===== src/mips_exec_pkg.sv =====
package mips_exec_pkg;

    // One value per supported instruction kind
    typedef enum logic [5:0] {
        OP_ADD, OP_ADDU, OP_ADDI, OP_ADDIU, OP_SUB, OP_SUBU,
        OP_AND, OP_ANDI, OP_OR, OP_ORI, OP_XOR, OP_XORI, OP_NOR, OP_LUI,
        OP_SLL, OP_SRL, OP_SRA, OP_SLLV, OP_SRLV, OP_SRAV,
        OP_SLT, OP_SLTI, OP_SLTU, OP_SLTIU,
        OP_JAL, OP_JALR, OP_BLTZAL, OP_BGEZAL,
        OP_LB, OP_LBU, OP_LH, OP_LHU, OP_LW, OP_LWL, OP_LWR,
        OP_SB, OP_SH, OP_SW, OP_SWL, OP_SWR,
        OP_ILLEGAL
    } alu_op_e;

    typedef enum logic [1:0] {
        DEST_NONE,
        DEST_RT,
        DEST_RD,
        DEST_R31
    } dest_sel_e;

    localparam logic [11:0] REG_GPR_BASE = 12'h000; // 32 words
    localparam logic [11:0] REG_INSTR    = 12'h080;
    localparam logic [11:0] REG_PC       = 12'h084;
    localparam logic [11:0] REG_RESULT   = 12'h088;
    localparam logic [11:0] REG_STATUS   = 12'h08C;

    localparam int STAT_OVF = 0; // Sticky signed overflow
    localparam int STAT_ILL = 1; // Sticky illegal opcode

endpackage

===== src/host_if.sv =====
`timescale 1ns/100ps

interface host_if ();
    logic [4:0]  gpr_addr;
    logic        gpr_we;
    logic [31:0] wdata;
    logic [1:0]  stat_clr; // Write-one-to-clear mask for STATUS
    logic [31:0] gpr_rdata;
    logic [31:0] result;
    logic [1:0]  status;

    modport host (output gpr_addr, gpr_we, wdata, stat_clr, input gpr_rdata, result, status);
    modport target (input gpr_addr, gpr_we, wdata, stat_clr, output gpr_rdata, result, status);

endinterface


===== src/exec_wb_if.sv =====
`timescale 1ns/100ps

interface exec_wb_if ();
    logic        valid;
    logic [31:0] result;
    logic [4:0]  dest;
    logic        we;
    logic        ovf;
    logic        ill;
    logic [4:0]  rs_addr;
    logic [4:0]  rt_addr;
    logic [31:0] rs_data;
    logic [31:0] rt_data;

    modport execute (
        output valid, result, dest, we, ovf, ill, rs_addr, rt_addr,
        input  rs_data, rt_data
    );
    modport writeback (
        input  valid, result, dest, we, ovf, ill, rs_addr, rt_addr,
        output rs_data, rt_data
    );
    modport monitor (input valid);

endinterface


===== src/alu_op_if.sv =====
`timescale 1ns/100ps

interface alu_op_if
    import mips_exec_pkg::*;
();
    logic        valid;
    alu_op_e     op;
    logic [4:0]  rs;
    logic [4:0]  rt;
    logic [4:0]  dest;
    dest_sel_e   dest_sel;
    logic [15:0] imm16;
    logic [4:0]  shamt;
    logic [31:0] pc;

    modport decode (output valid, op, rs, rt, dest, dest_sel, imm16, shamt, pc);
    modport execute (input valid, op, rs, rt, dest, dest_sel, imm16, shamt, pc);
    modport monitor (input valid);

endinterface


===== src/mips_exec_unit.sv =====
`timescale 1ns/100ps

module mips_exec_unit #(
    parameter int APB_ADDR_W = 12
) (
    input  logic                  i_clk,
    input  logic                  i_rst,
    input  logic                  i_psel,
    input  logic                  i_penable,
    input  logic                  i_pwrite,
    input  logic [APB_ADDR_W-1:0] i_paddr,
    input  logic [31:0]           i_pwdata,
    output logic [31:0]           o_prdata,
    output logic                  o_pready,
    output logic                  o_pslverr
);
    logic        instr_valid;
    logic [31:0] instr;
    logic [31:0] pc;

    alu_op_if  alu_op_bus ();
    exec_wb_if exec_wb_bus ();
    host_if    host_bus ();

    mips_apb_port #(
        .APB_ADDR_W(APB_ADDR_W)
    ) apb_port0 (
        .i_clk(i_clk),
        .i_rst(i_rst),
        .i_psel(i_psel),
        .i_penable(i_penable),
        .i_pwrite(i_pwrite),
        .i_paddr(i_paddr),
        .i_pwdata(i_pwdata),
        .o_prdata(o_prdata),
        .o_pready(o_pready),
        .o_pslverr(o_pslverr),
        .o_instr_valid(instr_valid),
        .o_instr(instr),
        .o_pc(pc),
        .dec(alu_op_bus.monitor),
        .exe(exec_wb_bus.monitor),
        .host(host_bus.host)
    );

    mips_decode decode0 (
        .i_clk(i_clk),
        .i_rst(i_rst),
        .i_instr_valid(instr_valid),
        .i_instr(instr),
        .i_pc(pc),
        .alu(alu_op_bus.decode)
    );

    mips_alu alu0 (
        .i_clk(i_clk),
        .i_rst(i_rst),
        .dec(alu_op_bus.execute),
        .wb(exec_wb_bus.execute)
    );

    mips_writeback writeback0 (
        .i_clk(i_clk),
        .i_rst(i_rst),
        .wb(exec_wb_bus.writeback),
        .host(host_bus.target)
    );

endmodule


===== src/mips_writeback.sv =====
`timescale 1ns/100ps

module mips_writeback
    import mips_exec_pkg::*;
(
    input  logic         i_clk,
    input  logic         i_rst,
    exec_wb_if.writeback wb,
    host_if.target       host
);
    logic [31:0] gpr [1:31]; // r0 is not stored
    logic [31:0] result_q;
    logic [1:0]  status_q;
    logic        exe_wr;
    logic        rf_we;
    logic [4:0]  rf_waddr;
    logic [31:0] rf_wdata;

    assign exe_wr   = wb.valid && wb.we && (wb.dest != 5'd0);
    assign rf_we    = exe_wr || (host.gpr_we && (host.gpr_addr != 5'd0));
    assign rf_waddr = exe_wr ? wb.dest : host.gpr_addr; // Execute wins over the host
    assign rf_wdata = exe_wr ? wb.result : host.wdata;

    assign wb.rs_data     = (wb.rs_addr == 5'd0) ? '0 : gpr[wb.rs_addr];
    assign wb.rt_data     = (wb.rt_addr == 5'd0) ? '0 : gpr[wb.rt_addr];
    assign host.gpr_rdata = (host.gpr_addr == 5'd0) ? '0 : gpr[host.gpr_addr];
    assign host.result    = result_q;
    assign host.status    = status_q;

    always_ff @(posedge i_clk) begin
        if (i_rst) begin
            for (int i = 1; i < 32; i++) begin
                gpr[i] <= '0;
            end
        end else if (rf_we) begin
            gpr[rf_waddr] <= rf_wdata;
        end
    end

    always_ff @(posedge i_clk) begin
        if (i_rst) begin
            result_q <= '0;
            status_q <= '0;
        end else begin
            if (wb.valid && !wb.ill)
                result_q <= wb.result; // Overflowing results still land here
            status_q <= status_q & ~host.stat_clr;
            if (wb.valid && wb.ovf)
                status_q[STAT_OVF] <= 1'b1;
            if (wb.valid && wb.ill)
                status_q[STAT_ILL] <= 1'b1;
        end
    end

    a_no_write_collision: assert property (@(posedge i_clk) disable iff (i_rst)
        exe_wr |-> !host.gpr_we);

endmodule


===== src/mips_alu.sv =====
`timescale 1ns/100ps

module mips_alu
    import mips_exec_pkg::*;
(
    input  logic       i_clk,
    input  logic       i_rst,
    alu_op_if.execute  dec,
    exec_wb_if.execute wb
);
    logic [31:0] srca;
    logic [31:0] srcb;
    logic [31:0] imm32;
    logic [31:0] opb;
    logic [32:0] add_tmp;
    logic [32:0] sub_tmp;
    logic        add_o;
    logic        sub_o;
    logic [4:0]  sh;
    logic [31:0] result_d;
    logic        ovf_d;
    logic        ill_d;

    assign wb.rs_addr = dec.rs; // Register file is read while decode is valid
    assign wb.rt_addr = dec.rt;
    assign srca       = wb.rs_data;
    assign srcb       = wb.rt_data;

    always_comb begin
        case (dec.op)
            OP_ANDI, OP_ORI, OP_XORI: imm32 = {16'b0, dec.imm16};
            OP_LUI:                   imm32 = {dec.imm16, 16'b0};
            default:                  imm32 = {{16{dec.imm16[15]}}, dec.imm16};
        endcase
    end

    assign opb = (dec.op inside {OP_ADDI, OP_ADDIU, OP_SLTI, OP_SLTIU, OP_ANDI, OP_ORI,
                                 OP_XORI, OP_LB, OP_LBU, OP_LH, OP_LHU, OP_LW, OP_LWL,
                                 OP_LWR, OP_SB, OP_SH, OP_SW, OP_SWL, OP_SWR}) ? imm32 : srcb;

    assign add_tmp = {srca[31], srca} + {opb[31], opb};
    assign sub_tmp = {srca[31], srca} - {opb[31], opb};
    assign add_o   = add_tmp[32] != add_tmp[31];
    assign sub_o   = sub_tmp[32] != sub_tmp[31];
    assign sh      = (dec.op inside {OP_SLL, OP_SRL, OP_SRA}) ? dec.shamt : srca[4:0];

    always_comb begin
        case (dec.op)
            OP_ADD, OP_ADDU, OP_ADDI, OP_ADDIU,
            OP_LB, OP_LBU, OP_LH, OP_LHU, OP_LW, OP_LWL, OP_LWR,
            OP_SB, OP_SH, OP_SW, OP_SWL, OP_SWR:
                result_d = add_tmp[31:0];
            OP_SUB, OP_SUBU:           result_d = sub_tmp[31:0];
            OP_AND, OP_ANDI:           result_d = srca & opb;
            OP_OR, OP_ORI:             result_d = srca | opb;
            OP_XOR, OP_XORI:           result_d = srca ^ opb;
            OP_NOR:                    result_d = ~(srca | opb);
            OP_LUI:                    result_d = imm32;
            OP_SLL, OP_SLLV:           result_d = srcb << sh;
            OP_SRL, OP_SRLV:           result_d = srcb >> sh;
            OP_SRA, OP_SRAV:           result_d = 32'($signed(srcb) >>> sh);
            OP_SLT, OP_SLTI:           result_d = {31'b0, $signed(srca) < $signed(opb)};
            OP_SLTU, OP_SLTIU:         result_d = {31'b0, srca < opb};
            OP_JAL, OP_JALR, OP_BLTZAL, OP_BGEZAL:
                result_d = dec.pc + 32'd8; // Link address skips the delay slot
            default:                   result_d = '0;
        endcase
    end

    assign ovf_d = (dec.op inside {OP_ADD, OP_ADDI} && add_o) || (dec.op == OP_SUB && sub_o);
    assign ill_d = dec.op == OP_ILLEGAL;

    always_ff @(posedge i_clk) begin
        if (i_rst) begin
            wb.valid <= 1'b0;
            wb.we    <= 1'b0;
            wb.ovf   <= 1'b0;
            wb.ill   <= 1'b0;
        end else begin
            wb.valid <= dec.valid;
            wb.we    <= dec.valid && !ovf_d && !ill_d && (dec.dest_sel != DEST_NONE);
            wb.ovf   <= dec.valid && ovf_d;
            wb.ill   <= dec.valid && ill_d;
        end
    end

    always_ff @(posedge i_clk) begin
        if (dec.valid) begin
            wb.result <= result_d;
            wb.dest   <= dec.dest;
        end
    end

    a_ovf_only_signed: assert property (@(posedge i_clk) disable iff (i_rst)
        wb.valid && wb.ovf |-> $past(dec.op inside {OP_ADD, OP_ADDI, OP_SUB})
            && wb.result[31] != $past(srca[31]));

endmodule


===== src/mips_decode.sv =====
`timescale 1ns/100ps

module mips_decode
    import mips_exec_pkg::*;
(
    input  logic        i_clk,
    input  logic        i_rst,
    input  logic        i_instr_valid,
    input  logic [31:0] i_instr,
    input  logic [31:0] i_pc,
    alu_op_if.decode    alu
);
    logic [31:0] instr_q;
    logic [5:0]  opcode;
    logic [5:0]  funct;
    logic [4:0]  rd_f;

    assign opcode    = instr_q[31:26];
    assign funct     = instr_q[5:0];
    assign rd_f      = instr_q[15:11];
    assign alu.rs    = instr_q[25:21];
    assign alu.rt    = instr_q[20:16];
    assign alu.shamt = instr_q[10:6];
    assign alu.imm16 = instr_q[15:0];

    always_ff @(posedge i_clk) begin
        if (i_rst)
            alu.valid <= 1'b0;
        else
            alu.valid <= i_instr_valid;
    end

    always_ff @(posedge i_clk) begin
        if (i_instr_valid) begin
            instr_q <= i_instr;
            alu.pc  <= i_pc;
        end
    end

    always_comb begin
        alu.op = OP_ILLEGAL;
        case (opcode)
            6'h00: begin
                case (funct)
                    6'h00: alu.op = OP_SLL;
                    6'h02: alu.op = OP_SRL;
                    6'h03: alu.op = OP_SRA;
                    6'h04: alu.op = OP_SLLV;
                    6'h06: alu.op = OP_SRLV;
                    6'h07: alu.op = OP_SRAV;
                    6'h09: alu.op = OP_JALR;
                    6'h20: alu.op = OP_ADD;
                    6'h21: alu.op = OP_ADDU;
                    6'h22: alu.op = OP_SUB;
                    6'h23: alu.op = OP_SUBU;
                    6'h24: alu.op = OP_AND;
                    6'h25: alu.op = OP_OR;
                    6'h26: alu.op = OP_XOR;
                    6'h27: alu.op = OP_NOR;
                    6'h2A: alu.op = OP_SLT;
                    6'h2B: alu.op = OP_SLTU;
                    default: alu.op = OP_ILLEGAL;
                endcase
            end
            6'h01: begin // REGIMM selects on the rt field
                if (alu.rt == 5'h10)
                    alu.op = OP_BLTZAL;
                else if (alu.rt == 5'h11)
                    alu.op = OP_BGEZAL;
            end
            6'h03: alu.op = OP_JAL;
            6'h08: alu.op = OP_ADDI;
            6'h09: alu.op = OP_ADDIU;
            6'h0A: alu.op = OP_SLTI;
            6'h0B: alu.op = OP_SLTIU;
            6'h0C: alu.op = OP_ANDI;
            6'h0D: alu.op = OP_ORI;
            6'h0E: alu.op = OP_XORI;
            6'h0F: alu.op = OP_LUI;
            6'h20: alu.op = OP_LB;
            6'h21: alu.op = OP_LH;
            6'h22: alu.op = OP_LWL;
            6'h23: alu.op = OP_LW;
            6'h24: alu.op = OP_LBU;
            6'h25: alu.op = OP_LHU;
            6'h26: alu.op = OP_LWR;
            6'h28: alu.op = OP_SB;
            6'h29: alu.op = OP_SH;
            6'h2A: alu.op = OP_SWL;
            6'h2B: alu.op = OP_SW;
            6'h2E: alu.op = OP_SWR;
            default: alu.op = OP_ILLEGAL;
        endcase
    end

    always_comb begin
        case (alu.op)
            OP_JAL, OP_BLTZAL, OP_BGEZAL:
                alu.dest_sel = DEST_R31;
            OP_ADDI, OP_ADDIU, OP_SLTI, OP_SLTIU, OP_ANDI, OP_ORI, OP_XORI, OP_LUI:
                alu.dest_sel = DEST_RT;
            OP_LB, OP_LBU, OP_LH, OP_LHU, OP_LW, OP_LWL, OP_LWR,
            OP_SB, OP_SH, OP_SW, OP_SWL, OP_SWR, OP_ILLEGAL:
                alu.dest_sel = DEST_NONE; // Loads only form an address here
            default:
                alu.dest_sel = DEST_RD;
        endcase
    end

    always_comb begin
        case (alu.dest_sel)
            DEST_RT:  alu.dest = alu.rt;
            DEST_RD:  alu.dest = rd_f;
            DEST_R31: alu.dest = 5'd31;
            default:  alu.dest = 5'd0;
        endcase
    end

    a_op_known: assert property (@(posedge i_clk) disable iff (i_rst)
        alu.valid |-> !$isunknown(instr_q));

endmodule


===== src/mips_apb_port.sv =====
`timescale 1ns/100ps

module mips_apb_port
    import mips_exec_pkg::*;
#(
    parameter int APB_ADDR_W = 12
) (
    input  logic                  i_clk,
    input  logic                  i_rst,
    input  logic                  i_psel,
    input  logic                  i_penable,
    input  logic                  i_pwrite,
    input  logic [APB_ADDR_W-1:0] i_paddr,
    input  logic [31:0]           i_pwdata,
    output logic [31:0]           o_prdata,
    output logic                  o_pready,
    output logic                  o_pslverr,
    output logic                  o_instr_valid,
    output logic [31:0]           o_instr,
    output logic [31:0]           o_pc,
    alu_op_if.monitor             dec,
    exec_wb_if.monitor            exe,
    host_if.host                  host
);
    localparam logic [APB_ADDR_W-1:0] GPR_IDX_MASK = APB_ADDR_W'(12'h07C);

    logic access;
    logic wr;
    logic is_gpr, is_instr, is_pc, is_result, is_status;
    logic bad;

    assign o_pready = !(o_instr_valid || dec.valid || exe.valid); // Wait states while in flight
    assign access   = i_psel && i_penable && o_pready;
    assign wr       = access && i_pwrite;

    assign is_gpr    = (i_paddr & ~GPR_IDX_MASK) == APB_ADDR_W'(REG_GPR_BASE);
    assign is_instr  = i_paddr == APB_ADDR_W'(REG_INSTR);
    assign is_pc     = i_paddr == APB_ADDR_W'(REG_PC);
    assign is_result = i_paddr == APB_ADDR_W'(REG_RESULT);
    assign is_status = i_paddr == APB_ADDR_W'(REG_STATUS);

    assign bad = !(is_gpr || is_instr || is_pc || is_result || is_status)
               || (i_pwrite && is_result) || (!i_pwrite && is_instr);
    assign o_pslverr = access && bad;

    assign host.gpr_addr = i_paddr[6:2];
    assign host.wdata    = i_pwdata;
    assign host.gpr_we   = wr && is_gpr;
    assign host.stat_clr = (wr && is_status) ? i_pwdata[1:0] : 2'b00;

    always_comb begin
        o_prdata = '0;
        if (is_gpr)
            o_prdata = host.gpr_rdata;
        else if (is_pc)
            o_prdata = o_pc;
        else if (is_result)
            o_prdata = host.result;
        else if (is_status)
            o_prdata = {30'b0, host.status};
    end

    always_ff @(posedge i_clk) begin
        if (i_rst) begin
            o_instr_valid <= 1'b0;
            o_pc          <= '0;
        end else begin
            o_instr_valid <= wr && is_instr; // One-cycle strobe to decode
            if (wr && is_pc)
                o_pc <= i_pwdata;
        end
    end

    always_ff @(posedge i_clk) begin
        if (wr && is_instr)
            o_instr <= i_pwdata;
    end

    a_slverr_no_write: assert property (@(posedge i_clk) disable iff (i_rst)
        o_pslverr |-> !host.gpr_we && host.stat_clr == 2'b00);

    a_slverr_no_strobe: assert property (@(posedge i_clk) disable iff (i_rst)
        o_pslverr |=> !o_instr_valid && $stable(o_pc));

endmodule


===== config.mk =====
export PLATFORM = sky130hd
export DESIGN_NAME = mips_exec_unit
export DESIGN_NICKNAME = d
export VERILOG_FILES = /design/src/mips_exec_pkg.sv /design/src/host_if.sv /design/src/exec_wb_if.sv /design/src/alu_op_if.sv /design/src/mips_exec_unit.sv /design/src/mips_writeback.sv /design/src/mips_alu.sv /design/src/mips_decode.sv /design/src/mips_apb_port.sv
export SDC_FILE = /design/constraint.sdc
export NUM_CORES = 2
export LEC_CHECK = 0
export BUFFER_PORTS_ARGS = -buffer_cell sky130_fd_sc_hd__buf_4
export CORE_ASPECT_RATIO = 0.8
export CORE_MARGIN = 2
export CORE_UTILIZATION = 45
export DETAILED_ROUTE_END_ITERATION = 7
export PLACE_DENSITY = 0.67
export SKIP_CTS_REPAIR_TIMING = 1
export SLEW_MARGIN = 20
export SYNTH_ARGS = -nofsm -noshare
export SYNTH_HDL_FRONTEND = slang
export SYNTH_SLANG_ARGS = --single-unit

===== constraint.sdc =====
create_clock -name i_clk -period 12.4 [get_ports i_clk]
set_input_delay 1.24 -clock i_clk [delete_from_list [all_inputs] [get_ports i_clk]]
set_output_delay 1.24 -clock i_clk [all_outputs]
set_load 0.1 [all_outputs]

# Yosys cells after proc, flatten, opt, wreduce, memory -nomap -nowiden
# Memory sizes are Yosys's and may differ from the RTL's. A register that Yosys moved wholly into a read port is not among the register bits.
# Cells that the tools add are included.
# Widths: inputs -> output; s select.
# word_totals
register_bits	205
ramBits	992
romBits	512
output_inout_bits	34
word_cells	199
mem_count	3
# mem_list
memory	words	word_bits	read_ports	rd_clocked_by_memory_dff	write_ports	line_no	rtl
writeback0.gpr	31	32	3	2	31	mips_writeback.sv:11	logic [31:0] gpr [1:31];
(no name shown)	64	6	1	1	0	mips_decode.sv:44	case (funct)
(no name shown)	64	2	1	0	0	mips_decode.sv:97	case (alu.op)
# op_classes
add_sub_neg	3
n_lt_le_gt_ge	2
eq_ne	73
n_shift	3
mux	31
bitwise_logic	6
reduce_logical	64
# ops
op	count
$pmux 32 s13	1
$mux 32	9
$pmux 6 s23	1
$eq 6x6->1 const B	21
$eq 6x4->1 const B	16
$eq 6x5->1 const B	16
$lt 32x32->1	2
$pmux 32 s2	1
$eq 12x8->1 const B	4
$add 32x32->33	1
$sub 32x32->33	1
$add 32x4->32 const B	1
$and 32x32->32	1
$not 32->32	1
$or 32x32->32	1
$reduce_or 32->1	1
$shl 32x5->32	1
$shr 32x5->32	1
$sshr 32x5->32	1
$xor 32x32->32	1
$mux 5	5
$eq 6x3->1 const B	4
$logic_and 1x1->1	23
$reduce_bool 19->1	1
24 further kinds	67

# Depth between registers and ports, before layout
# depth
depth_word	16
mapped_depth	29

# Hierarchy
# From an unflattened synthesis, not the netlist that was laid out.
# unflattened
hier_cells	6999
area_unflattened_um2	81954.9
# by_module_without_submodules
module	n_inst	cells_per_inst	area_each_um2	seq_area_each_um2
mips_writeback	1	4683	63312.0	31430.1
mips_alu	1	1700	11768.8	1191.1
mips_apb_port	1	346	3443.3	1621.6
mips_decode	1	270	3430.8	2062.0

# Worst setup path after synthesis
# Ideal clock, no wire load.
# synth_path
kind	register to register
start	reg apb_port0.o_instr_valid
end	reg apb_port0.o_instr[0], enable pin
t_arrival_ns	7.346
required_time_ns	11.896
path_slack_ns	4.550
stages_incl_launch_ff	5
n_path_buf	1
synth_period_minus_slack_ns	7.850
path_cell_list	dfxtp_1 > clkbuf_1 > nor3_1 > nand4_1 > nor4_1
# synth_via
elab_chain_cells	6
# synth_rtl
element	line_no	rtl
from (decl)	mips_apb_port.sv:18	output logic o_instr_valid,
from (signal assigned)	mips_apb_port.sv:68	o_instr_valid <= wr && is_instr;
$logic_or 1x1->1 (2 in a row)	mips_apb_port.sv:32	assign o_pready = !(o_instr_valid || dec.valid || exe.valid);
$logic_not 1->1	mips_apb_port.sv:32	
net o_pready	mips_exec_unit.sv:14	output logic o_pready,
$logic_and 1x1->1	mips_apb_port.sv:33	assign access = i_psel && i_penable && o_pready;
$logic_and 1x1->1	mips_apb_port.sv:34	assign wr = access && i_pwrite;
$logic_and 1x1->1	mips_apb_port.sv:75	if (wr && is_instr)
to (signal assigned)	mips_apb_port.sv:76	o_instr <= i_pwdata;
to (decl)	mips_apb_port.sv:19	output logic [31:0] o_instr,
# The timed path passes the listed nets, and every way through them passes these cells.
# A chain may end at the register's enable or synchronous reset.

# Final worst setup path
# layout_path
start	reg decode0.instr_q[29]
end	reg alu0.wb.result[29], data pin
# layout_via
elab_chain_cells	9
elab_cells_between_ends	91
cone_classes	add/sub (2); eq/ne (61); shift (3); mux (5); bitwise (4); reduce/logical (16)
# layout_rtl
element	line_no	rtl
from (decl)	mips_decode.sv:13	logic [31:0] instr_q;
from (signal assigned)	mips_decode.sv:35	instr_q <= i_instr;
$eq 6x6->1 (tied with other cells)	mips_decode.sv:42	case (opcode)
$pmux 6 s23 *	mips_decode.sv:42	
parallel branches: the longest is 6 deep, another holds $sub 32x32->33	n/a	
$pmux 32 s13 *	mips_alu.sv:48	case (dec.op)
net alu0.result_d[29]	mips_alu.sv:20	logic [31:0] result_d;
to (signal assigned)	mips_alu.sv:89	wb.result <= result_d;
to (decl)	exec_wb_if.sv:16	output valid, result, dest, we, ovf, ill, rs_addr, rt_addr,
# Mark *: on every way through the listed nets, which the timed path passes.

==> impl_results.md <==
* Part of the power in the clock network at 42.4%
* Clk_skew at 41.7 ps
* Post-route minimum period at 8500 ps
* Fmax at 0.118 GHz
* Die W at 473 um
* Failing checks: DRC
* Max stage delay on crit path at 730 ps
* Critical path peak fanout at 30
* Syn_area_per_cell at 12.6 um2
* Worst path cell trace: or4_1 > nor3_1 > a21oi_1 > nand3_1 > a311o_1 > o21ai_0 > or3_1 > buf_4 > o21ai_0 > ha_1 > a21oi_1 > o21bai_1 > a21oi_1 > o21ai_1 > o211ai_1 > nand2_1 > a311oi_1 > o21ai_0 > a211oi_1 > a21oi_1 > nor4_1 > o21ai_0
* Final Cycle Share at 68.5%
* Reg2reg end: alu0.wb.result[29]
* Final setup fails at 0
* Clock sink total at 1245
* Share of Yosys cell area claimed by the top area cell type at 43.9%
* Fin worst setup slack at 3900 ps
* Register area share after synthesis at 46.1%
* Netlist cell types at 101
* TritonCTS clock tree: yes
* GPL Wtd Cong at 1.05
* CP Launch Type: flip-flop
* Placed Instance Area at 83100 um2
* CP required at 12900 ps
* Dpl ws at 4200 ps
* Worst reg-to-reg path cell count at 22
* Pwr Density at 110 nW/um2
* Synth async-reset ratio at 0%
* Switching Fraction at 24.9%
* Hold_ws at 418 ps
* Routed len/inst at 41.3 um
* Total vias in the final route at 63076
* Worst rel slew slack at 8.41%
* Largest net degree at the start of global routing at 106
* Post-synth top flop: edfxtp_1
* Post-route ant nets at 0
* Actual slew at the worst max-slew pin at 1370 ps
* Worst hold path class: flip-flop to flip-flop
* Initial drt markers at 11464
* P_int at 7.26 mW
* RSZ-0062 raised after global routing: no
* Gate count after technology mapping at 6304
* Flop-to-flop setup slack at 3900 ps
* P_sw at 2.40 mW
* Core Util, Final at 50.2%
* Hold Path Sink: decode0.instr_q[15]
* Setup TNS at 0 ps
* Top-count cell post-synth: nor2_1
* Share of layout cells above drive strength 1 at 25.9%
* Dpl cells at 8332
* Total Wirelength at 355000 um
* Via-per-instance ratio at 7.35
* Nets at 6346
* Area delta synth->final at 10.7%
* Arrival @ worst endpoint at 9000 ps
* Slowest-stage cell, CP: or4_1
* Final Hold Vio Count at 0
* Initial antenna violation count at 30
* Total chip power at 9.67 mW
* Htree depth at 4
* I/O Buffers at 82
* Die area at 179000 um2
* Hold path startpoint: apb_port0.o_instr[15]
* Post-Layout Cell Count at 8587
* Outcome: complete, but fails checks
* Cell depth of the worst hold path at 0
* Largest cells by area after synthesis: edfxtp_1 (44%), mux4_2 (26%), nor2_1 (5.8%)
* Root Driver: clkbuf_16
* Seq pwr share at 48.9%
* Total global routing overflow at 0
* Post-synth EDFFs at 1157
* GRT Overall Usage at 39.1%
* Peak VDD IR at 0.000150 V
* Commonest cells post-synth: nor2_1 (1219), edfxtp_1 (1157), mux4_2 (926), clkbuf_1 (458), nand2_1 (411)
* DRC Markers at 1
* Vias in the first global route at 59269
* # IOs at 83
* Post-route design area at 87600 um2
* Clock Pin Slew Worst Setup and Hold Paths at 60 ps
* Leakage power at 31.8 nW
* Synth area leader: edfxtp_1
* Synth Warn # at 0
* Mapped Area at 79100 um2
* Std cell rows at 137
* Kind of critical path: flip-flop to flip-flop
* Yosys reg bits at 1245
* Layout fillers at 14800
* CP endpoint kind: flip-flop
* Worst-Skew Late Latency at 820 ps
* CTS buffer count at 134
* Origin of the critical flop-to-flop path: decode0.instr_q[29]
* Core Box Area at 175000 um2
* Max cap viols at 0
* Pre-antenna DRT Iters at 8
* Final Max Slew Viols at 0
* First-pass GRT wire length at 483000 um
* Comb pwr share at 8.7%
* Vert. Die Dim at 379 um
* Initial Util at 45.4%
* Clock Tree Buf Depth at 3
* Post-detail-place hpwl at 238000 um
power groups by stage:
stage	clock network [mW]	logic, mW	registers [mW]
after global routing	4.25	0.844	4.74
after CTS	4.10	0.797	4.73
after floorplan	0	0.468	4.79
final	4.10	0.838	4.73
after detailed placement	0	0.795	4.81
after global placement	0	0.789	4.80
how the worst max path moves through the flow:
stage | slack, ps | cells past startpoint | to | startpoint
final | 3900 | 22 | alu0.wb.result[29] | decode0.instr_q[29]
after floorplan | 4550 | 4 | apb_port0.o_instr[0] | apb_port0.o_instr_valid
after CTS | 4200 | 22 | alu0.wb.result[29] | decode0.instr_q[29]
after global placement | 4210 | 22 | alu0.wb.result[29] | decode0.instr_q[29]
after detailed placement | 4200 | 22 | alu0.wb.result[29] | decode0.instr_q[29]
after global routing | 3450 | 22 | alu0.wb.result[29] | decode0.instr_q[29]
registers in the layout (all words and copies together) (netlist names), named ones only:
signal / count
alu0.wb.dest: 5
alu0.wb.ill: 1
apb_port0.o_instr: 32
decode0.instr_q: 32
alu0.wb.valid: 1
alu0.wb.we: 1
writeback0.host.result: 32
alu0.wb.result: 32
writeback0.host.status: 2
decode0.alu.valid: 1
apb_port0.o_instr_valid: 1
decode0.alu.pc: 32
apb_port0.o_pc: 32
alu0.wb.ovf: 1
writeback0.gpr: 1024
layout make-up:
type,instances,area [um2],share of cell area (%)
Antenna cell,10,25.0,0.0286
Clock buffer,175,3660,4.18
Clock inverter,60,634,0.724
Inverter,157,589,0.672
Multi-Input combinational cell,4329,40600,46.3
Sequential cell,1245,36500,41.7
Tap cell,2293,2870,3.27
Timing Repair Buffer,318,2740,3.12
metal layers:
layer	track usage, %	vias to the layer above	part of all wire [%]
met2	52.4	5872	40
met5	0	-	0.045
li1	-	24289	-
met3	16.4	1008	16
met4	21.5	24	6.5
met1	53.3	31883	37
cell usage in the layout (no fill, tap or decap), types with 56 or more instances in the layout:
master,instances
nor2_1,1214
edfxtp_1,1157
mux4_2,926
nand2_1,380
buf_4,294
a21oi_1,248
o21ai_0,180
inv_1,153
clkbuf_16,141
mux2i_1,116
nand3_1,113
ha_1,110
dfxtp_1,77
a21o_1,61
a22oi_1,61
o22ai_1,57
o211ai_1,56
kinds of logic after synthesis:
| kind of cell | share of synthesized area [%] |
|---|---|
| xor gates and xnor gates | 0.509 |
| adders and majority gates | 1.79 |
| and+or+nand+nor | 10.7 |
| AOI/OAI and AO/OA | 8.53 |
| DFF | 46.1 |
| other | 0.00474 |
| muxes | 28.5 |
| buffers and inverters | 3.75 |
critical path: cells and delay by family, from the launching register on:
family | cells | cell delay, ps
compound gates | 14 | 4240
buf+inv | 1 | 280
simple gates | 6 | 2630
fa+ha+maj | 1 | 370
flops | 1 | 670
Power figures use the tool's default switching activity.
